`config.mk`:
```
export PLATFORM = sky130hd
export DESIGN_NAME = glb_top
export DESIGN_NICKNAME = d
export VERILOG_FILES = /design/src/logic/glb_pkg.sv /design/src/logic/glb_proc_router.sv /design/src/logic/glb_bank_switch.sv /design/src/logic/glb_tile.sv /design/src/logic/glb_host_ctrl.sv /design/src/logic/glb_rd_timer.sv /design/src/logic/glb_top.sv
export SDC_FILE = /design/constraint.sdc
export NUM_CORES = 2
export LEC_CHECK = 0
export BUFFER_PORTS_ARGS = -buffer_cell sky130_fd_sc_hd__buf_4
export CORE_ASPECT_RATIO = 0.75
export CORE_MARGIN = 4
export CORE_UTILIZATION = 31
export CTS_CLUSTER_DIAMETER = 100
export DETAILED_ROUTE_END_ITERATION = 6
export HOLD_SLACK_MARGIN = 0.02
export PLACE_DENSITY = 0.5
export SLEW_MARGIN = 15
export SYNTH_ARGS = -nofsm -noshare
export SYNTH_HDL_FRONTEND = slang
export SYNTH_HIERARCHICAL = 1
export SYNTH_SLANG_ARGS = --single-unit
```
`constraint.sdc`:
```
create_clock -name clk -period 18.84 [get_ports clk]
set_input_delay 0.942 -clock clk [delete_from_list [all_inputs] [get_ports clk]]
set_output_delay 0.942 -clock clk [all_outputs]
set_load 0.01 [all_outputs]
```
`src/logic/glb_pkg.sv`:
```
// shared sizes, address fields, lane packet types and host states for the global buffer
package glb_pkg;

    // chain geometry
    localparam int num_tiles = 4;
    localparam int tile_sel_width = 2;
    localparam int bank_addr_width = 4;
    localparam int data_width = 32;

    // read watchdog limit, in raw clock cycles
    localparam int rd_timeout_cycles = 40;

    // tile select sits above the bank address
    typedef logic [tile_sel_width-1:0] tile_sel_t;
    typedef logic [bank_addr_width-1:0] bank_addr_t;
    typedef logic [tile_sel_width+bank_addr_width-1:0] glb_addr_t;
    typedef logic [data_width-1:0] glb_data_t;

    // write request
    typedef struct packed {
        logic wr_en;
        glb_addr_t wr_addr;
        glb_data_t wr_data;
    } wr_packet_t;

    // read request
    typedef struct packed {
        logic rd_en;
        glb_addr_t rd_addr;
    } rdrq_packet_t;

    // read response, carried back toward the host
    typedef struct packed {
        logic rd_data_valid;
        glb_data_t rd_data;
    } rdrs_packet_t;

    // one lane of the tile chain
    typedef struct packed {
        wr_packet_t wr;
        rdrq_packet_t rdrq;
        rdrs_packet_t rdrs;
    } packet_t;

    // host FSM
    typedef enum logic {
        host_idle,
        host_wait_rsp
    } host_state_t;

endpackage

```
`src/logic/glb_proc_router.sv`:
```
// per-tile router: registers the served lane, passes the other lane, inserts bank responses
`timescale 1ns/1ps

module glb_proc_router #(
    parameter int tile_id = 0
) (
    input  logic                  clk,
    input  logic                  reset,
    input  logic                  clk_en,
    input  glb_pkg::packet_t      packet_w2e_wsti,
    input  glb_pkg::packet_t      packet_e2w_esti,
    output glb_pkg::packet_t      packet_w2e_esto,
    output glb_pkg::packet_t      packet_e2w_wsto,
    output glb_pkg::wr_packet_t   wr_packet,
    output glb_pkg::rdrq_packet_t rdrq_packet,
    input  glb_pkg::rdrs_packet_t rdrs_packet
);
    import glb_pkg::*;

    // even tiles serve west-to-east, odd tiles east-to-west
    logic is_even;

    packet_t own_in;
    packet_t own_q;
    packet_t own_out;
    rdrs_packet_t rsp_q;

    assign is_even = (tile_id % 2 == 0);

    // served lane input
    assign own_in = is_even ? packet_w2e_wsti : packet_e2w_esti;

    // one stage on the served lane
    always_ff @(posedge clk or posedge reset) begin
        if (reset) begin
            own_q <= '0;
        end else if (clk_en) begin
            own_q <= own_in;
        end
    end

    // bank response held one clk_en cycle before insertion
    always_ff @(posedge clk or posedge reset) begin
        if (reset) begin
            rsp_q <= '0;
        end else if (clk_en) begin
            rsp_q <= rdrs_packet;
        end
    end

    // requests go on unchanged, response slot taken when our bank answers
    always_comb begin
        own_out.wr = own_q.wr;
        own_out.rdrq = own_q.rdrq;
        own_out.rdrs = rsp_q.rd_data_valid ? rsp_q : own_q.rdrs;
    end

    // other lane is plain wires
    assign packet_w2e_esto = is_even ? own_out : packet_w2e_wsti;
    assign packet_e2w_wsto = is_even ? packet_e2w_esti : own_out;

    // bank sees the registered requests
    assign wr_packet = own_q.wr;
    assign rdrq_packet = own_q.rdrq;

    // only one read in flight chain-wide, so the response slot is always free
    rsp_no_collision: assert property (
        @(posedge clk) disable iff (reset)
        !(rsp_q.rd_data_valid && own_q.rdrs.rd_data_valid)
    );

endmodule

```
`src/logic/glb_bank_switch.sv`:
```
// per-tile memory bank: serves writes and reads aimed at this tile, registered read response
`timescale 1ns/1ps

module glb_bank_switch #(
    parameter int tile_id = 0
) (
    input  logic                  clk,
    input  logic                  reset,
    input  logic                  clk_en,
    input  glb_pkg::wr_packet_t   wr_packet,
    input  glb_pkg::rdrq_packet_t rdrq_packet,
    output glb_pkg::rdrs_packet_t rdrs_packet
);
    import glb_pkg::*;

    glb_data_t mem [2**bank_addr_width];

    logic wr_hit;
    logic rd_hit;
    bank_addr_t wr_word;
    bank_addr_t rd_word;

    // address split, tile select on top
    assign wr_word = bank_addr_t'(wr_packet.wr_addr);
    assign rd_word = bank_addr_t'(rdrq_packet.rd_addr);

    assign wr_hit = wr_packet.wr_en
        && (tile_sel_t'(wr_packet.wr_addr >> bank_addr_width) == tile_sel_t'(tile_id));
    assign rd_hit = rdrq_packet.rd_en
        && (tile_sel_t'(rdrq_packet.rd_addr >> bank_addr_width) == tile_sel_t'(tile_id));

    // bank starts out cleared
    always_ff @(posedge clk or posedge reset) begin
        if (reset) begin
            for (int i = 0; i < 2**bank_addr_width; i++) begin
                mem[i] <= '0;
            end
        end else if (clk_en && wr_hit) begin
            mem[wr_word] <= wr_packet.wr_data;
        end
    end

    // response one clk_en cycle after the request
    always_ff @(posedge clk or posedge reset) begin
        if (reset) begin
            rdrs_packet <= '0;
        end else if (clk_en) begin
            rdrs_packet.rd_data_valid <= rd_hit;
            rdrs_packet.rd_data <= mem[rd_word];
        end
    end

    // host sends one packet at a time, so a write and read never meet here
    no_wr_rd_overlap: assert property (
        @(posedge clk) disable iff (reset)
        !(wr_hit && rd_hit)
    );

endmodule

```
`src/logic/glb_tile.sv`:
```
// one buffer tile: router plus bank, placed in the chain by its tile position
`timescale 1ns/1ps

module glb_tile #(
    parameter int tile_id = 0
) (
    input  logic             clk,
    input  logic             reset,
    input  logic             clk_en,
    input  glb_pkg::packet_t packet_w2e_wsti,
    input  glb_pkg::packet_t packet_e2w_esti,
    output glb_pkg::packet_t packet_w2e_esto,
    output glb_pkg::packet_t packet_e2w_wsto
);
    import glb_pkg::*;

    // router to bank
    wr_packet_t wr_packet;
    rdrq_packet_t rdrq_packet;
    // bank to router
    rdrs_packet_t rdrs_packet;

    glb_proc_router #(
        .tile_id(tile_id)
    ) i_router (
        .clk(clk),
        .reset(reset),
        .clk_en(clk_en),
        .packet_w2e_wsti(packet_w2e_wsti),
        .packet_e2w_esti(packet_e2w_esti),
        .packet_w2e_esto(packet_w2e_esto),
        .packet_e2w_wsto(packet_e2w_wsto),
        .wr_packet(wr_packet),
        .rdrq_packet(rdrq_packet),
        .rdrs_packet(rdrs_packet)
    );

    glb_bank_switch #(
        .tile_id(tile_id)
    ) i_bank (
        .clk(clk),
        .reset(reset),
        .clk_en(clk_en),
        .wr_packet(wr_packet),
        .rdrq_packet(rdrq_packet),
        .rdrs_packet(rdrs_packet)
    );

endmodule

```
`src/logic/glb_host_ctrl.sv`:
```
// host side FSM that turns commands into chain packets and collects read data or a timeout
`timescale 1ns/1ps

module glb_host_ctrl (
    input  logic                  clk,
    input  logic                  reset,
    input  logic                  clk_en,
    input  logic                  cmd_valid,
    input  logic                  cmd_wr,
    input  glb_pkg::glb_addr_t    cmd_addr,
    input  glb_pkg::glb_data_t    cmd_wr_data,
    input  glb_pkg::rdrs_packet_t rsp_packet,
    input  logic                  expired,
    output glb_pkg::packet_t      req_packet,
    output logic                  rd_start,
    output logic                  busy,
    output logic                  rd_data_valid,
    output logic                  rd_timeout,
    output glb_pkg::glb_data_t    rd_data
);
    import glb_pkg::*;

    host_state_t state_q;

    logic accept;
    logic rsp_hit;
    logic tmo_hit;

    // commands only taken while idle and the chain is moving
    assign accept = (state_q == host_idle) && clk_en && cmd_valid;
    assign rd_start = accept && !cmd_wr;

    // response only counts on a live clk_en cycle since a frozen chain holds it
    assign rsp_hit = (state_q == host_wait_rsp) && clk_en && rsp_packet.rd_data_valid;
    // watchdog wins even with the chain frozen
    assign tmo_hit = (state_q == host_wait_rsp) && expired && !rsp_hit;

    assign busy = (state_q == host_wait_rsp);

    // request packet lives for one clk_en cycle
    always_ff @(posedge clk or posedge reset) begin
        if (reset) begin
            req_packet <= '0;
        end else if (clk_en) begin
            req_packet <= '0;
            if (accept) begin
                req_packet.wr.wr_en <= cmd_wr;
                req_packet.wr.wr_addr <= cmd_addr;
                req_packet.wr.wr_data <= cmd_wr_data;
                req_packet.rdrq.rd_en <= !cmd_wr;
                req_packet.rdrq.rd_addr <= cmd_addr;
            end
        end
    end

    // FSM plus the end-of-read pulses
    always_ff @(posedge clk or posedge reset) begin
        if (reset) begin
            state_q <= host_idle;
            rd_data_valid <= 1'b0;
            rd_timeout <= 1'b0;
        end else begin
            rd_data_valid <= rsp_hit;
            rd_timeout <= tmo_hit;
            if (rd_start) begin
                state_q <= host_wait_rsp;
            end else if (rsp_hit || tmo_hit) begin
                state_q <= host_idle;
            end
        end
    end

    // read data capture
    always_ff @(posedge clk) begin
        if (rsp_hit) begin
            rd_data <= rsp_packet.rd_data;
        end
    end

    // a read ends exactly one way
    one_end_per_read: assert property (
        @(posedge clk) disable iff (reset)
        !(rd_data_valid && rd_timeout)
    );

endmodule

```
`src/logic/glb_rd_timer.sv`:
```
// read watchdog: armed by a read start, flags expiry after a fixed clock count
`timescale 1ns/1ps

module glb_rd_timer (
    input  logic clk,
    input  logic reset,
    input  logic rd_start,
    input  logic rd_done,
    output logic expired
);
    import glb_pkg::*;

    typedef logic [$clog2(rd_timeout_cycles+1)-1:0] count_t;

    count_t count_q;
    logic armed_q;

    // free-running clock, not clk_en, so a frozen chain still times out
    always_ff @(posedge clk or posedge reset) begin
        if (reset) begin
            count_q <= '0;
            armed_q <= 1'b0;
            expired <= 1'b0;
        end else begin
            expired <= 1'b0;
            if (rd_start) begin
                count_q <= count_t'(rd_timeout_cycles);
                armed_q <= 1'b1;
            end else if (rd_done) begin
                armed_q <= 1'b0;
            end else if (armed_q) begin
                count_q <= count_q - count_t'(1);
                // last step, fire and disarm
                if (count_q == count_t'(1)) begin
                    expired <= 1'b1;
                    armed_q <= 1'b0;
                end
            end
        end
    end

endmodule

```
`src/logic/glb_top.sv`:
```
// global buffer top: host FSM, read watchdog and the tile chain with its east-end loopback
`timescale 1ns/1ps

module glb_top (
    input  logic               clk,
    input  logic               reset,
    input  logic               clk_en,
    input  logic               cmd_valid,
    input  logic               cmd_wr,
    input  glb_pkg::glb_addr_t cmd_addr,
    input  glb_pkg::glb_data_t cmd_wr_data,
    output logic               busy,
    output logic               rd_data_valid,
    output glb_pkg::glb_data_t rd_data,
    output logic               rd_timeout
);
    import glb_pkg::*;

    // w2e[i] enters tile i from the west, e2w[i] leaves tile i to the west
    packet_t w2e [num_tiles+1];
    packet_t e2w [num_tiles+1];

    logic rd_start;
    logic rd_done;
    logic expired;

    // east end turns around
    assign e2w[num_tiles] = w2e[num_tiles];

    // either way a read ends, stop the watchdog
    assign rd_done = rd_data_valid || rd_timeout;

    glb_host_ctrl i_host (
        .clk(clk),
        .reset(reset),
        .clk_en(clk_en),
        .cmd_valid(cmd_valid),
        .cmd_wr(cmd_wr),
        .cmd_addr(cmd_addr),
        .cmd_wr_data(cmd_wr_data),
        .rsp_packet(e2w[0].rdrs),
        .expired(expired),
        .req_packet(w2e[0]),
        .rd_start(rd_start),
        .busy(busy),
        .rd_data_valid(rd_data_valid),
        .rd_timeout(rd_timeout),
        .rd_data(rd_data)
    );

    glb_rd_timer i_timer (
        .clk(clk),
        .reset(reset),
        .rd_start(rd_start),
        .rd_done(rd_done),
        .expired(expired)
    );

    for (genvar i = 0; i < num_tiles; i++) begin : g_tile
        glb_tile #(
            .tile_id(i)
        ) i_tile (
            .clk(clk),
            .reset(reset),
            .clk_en(clk_en),
            .packet_w2e_wsti(w2e[i]),
            .packet_e2w_esti(e2w[i+1]),
            .packet_w2e_esto(w2e[i+1]),
            .packet_e2w_wsto(e2w[i])
        );
    end

endmodule

```
==> out/metrics.yaml <==
timing:
  slew_headroom: 0.219
  setup_slack_ps: 15170
  clock.fmax_mhz: 272
  period_needed_ps: 3670
  hold_ws_ps: 242
  rsz0062_at_grt: "no"
  finalHoldViolCount: 0
  skew_ps: 61.9
  timing.final.crit_share: 0.195
  slew_viol_final: 0
  setup_viol: 0
  worst_slew_pin_slew_ps: 1170
  setup_tns_ps: 0
detailed_routing:
  drc_errors: 0
  vias: 63800
  first_iter_violations: 3985
  ant_nets: 0
  postRouteWirelength_um: 316000
  via_per_inst: 5.03
  drt_first_pass_iters: 5
  wire_per_inst_um: 24.9
die:
  die_h_um: 556
  core_um2: 397000
  start_util: 0.312
  io_pins: 78
  die_w_um: 738
  core.rowCount: 200
  dieArea_um2: 410000
critical_path:
  max_stage_delay_ps: 820
  critical_path_class: "reg -> reg"
  reg2reg_depth: 5
  crit_family: "buffers and inverters"
  path_max_fanout: 53
  cp_slowest_cell: "buf_4"
  end_kind: "flip-flop"
  r2r_slack_ps: 15170
  cp.arrival_ps: 4400
  start_kind: "flip-flop"
  r2r_start: "g_tile[2].i_tile/i_router/packet_w2e_esto[35]"
  worstPathCellList: "buf_4 > buf_4 > mux4_2 > mux2i_1 > a221oi_1"
  cp_data_required_time_ps: 19560
  crit_path_frequent_cell: "buf_4"
  r2r-end: "g_tile[2].i_tile/i_bank/rdrs_packet[11]"
  worst-path-buf-inv: 2
global_route:
  grt_pass1_vias: 69500
  gr-total-overflow: 0
  grt_pass1_wl_um: 475000
  antenna_found_initial: 6
  grt_util_all_layers: 0.152
  grt_max_degree: 185
clocking:
  numCtsBuffers: 309
  cts_num_sinks: 2711
  clk_latency_ps: 920
  post_cts_buffers: 0
  cts_tree: "built"
  clockBufferDepth: 4
  clk_pin_slew_ps: 60
  cts_root_buffer: "clkbuf_16"
  cts_hold_buf: 0
  h-tree-depth: 5
  cts-resized-gates: 0
finish:
  area_growth_pct: 8.64
  fillers: 37600
  regArea_um2: 68100
  layout-drive-gt1-share: 0.476
  final_cells: 12700
  fin_area_um2: 135000
  mostFrequentLayoutCells: "dfrtp_1 (2663), mux2_2 (1943), mux4_2 (512)"
  multi_input_area_um2: 48000
  layout.nets: 7249
  layout_commonest_cell: "dfrtp_1"
  utilization: 0.339
job:
  cap_violations: 0
synthesis:
  avgSynthCellArea_um2: 15.7
  synthCells: 7905
  yosysWarnings: 6
  netlist_area_um2: 124000
place:
  post-place-ws_ps: 14320
  gp_congestion: 0.727
  io_buffers: 77
  place_inst: 12100
  dpl.hpwl_um: 180000
  placed_area_um2: 125000
power:
  power_mw: 14.7
  seq_power_share: 0.477
  p_sw_mw: 4.05
  p_per_area_nw_per_um2: 109
  internal_power_mw: 10.7
  p_sw_frac: 0.275
  power.leakage_nw: 62.8
  vdd_drop_max_v: 0.0000698
  clkPwrFrac: 0.405
  p_comb_frac: 0.118
worst_hold_path:
  hold_class: "in -> async"
outcome:
  status: "complete, no violations"
==> layer usage <==
metal / routed length [um] / share of wire / track usage
met4: 9210 / 0.029 / 0.0457
met3: 11500 / 0.036 / 0.0206
met1: 148000 / 0.47 / 0.215
met2: 146000 / 0.46 / 0.242
met5: 0 / 0 / 0
==> power groups by stage <==
stage                     clock (mW)  sequential (mW)  combinational [mW]
after floorplan                    0             6.65                1.86
after global placement             0             7.11                1.75
after detailed placement           0             7.15                1.77
after CTS                       6.16             7.04                1.78
after global routing            6.39             7.11                1.89
final                           5.96             7.02                1.74
==> how the worst max path moves through the flow <==
stage,from,endpoint,slack (ps),cells after the start
floorplan,reset,g_tile[0].i_tile/i_bank/mem[0],2660,1
global placement,clk_en,g_tile[1].i_tile/i_bank/mem[473],14380,7
detailed placement,clk_en,g_tile[1].i_tile/i_bank/mem[469],14320,7
CTS,g_tile[2].i_tile/i_router/packet_w2e_esto[35],g_tile[2].i_tile/i_bank/rdrs_packet[11],15190,5
global route,clk_en,g_tile[1].i_tile/i_bank/mem[472],15110,7
finish,g_tile[2].i_tile/i_router/packet_w2e_esto[35],g_tile[2].i_tile/i_bank/rdrs_packet[11],15170,5
==> flip-flops by register name, summed over array words and instances (netlist names), 32 cells and up <==
name / count
g_tile.i_tile/i_router/own_q: 132
g_tile.i_tile/i_router/packet_w2e_esto: 92
g_tile.i_tile/i_router/rsp_q: 132
i_host/rd_data: 32
i_host/req_packet: 40
g_tile.i_tile/i_router/packet_e2w_wsto: 92
g_tile.i_tile/i_bank/rdrs_packet: 132
g_tile.i_tile/i_bank/mem: 2048
==> final cells by class <==
class                   count  share of cell area
inverters                  58             0.00202
clock buffers             462              0.0666
clock inverters            87             0.00826
repair buffers            214              0.0130
well taps                5252              0.0488
multi-input cells        3910               0.356
flip-flops and latches   2711               0.505
diodes                      2           0.0000371
Power figures use the tool's default switching activity.
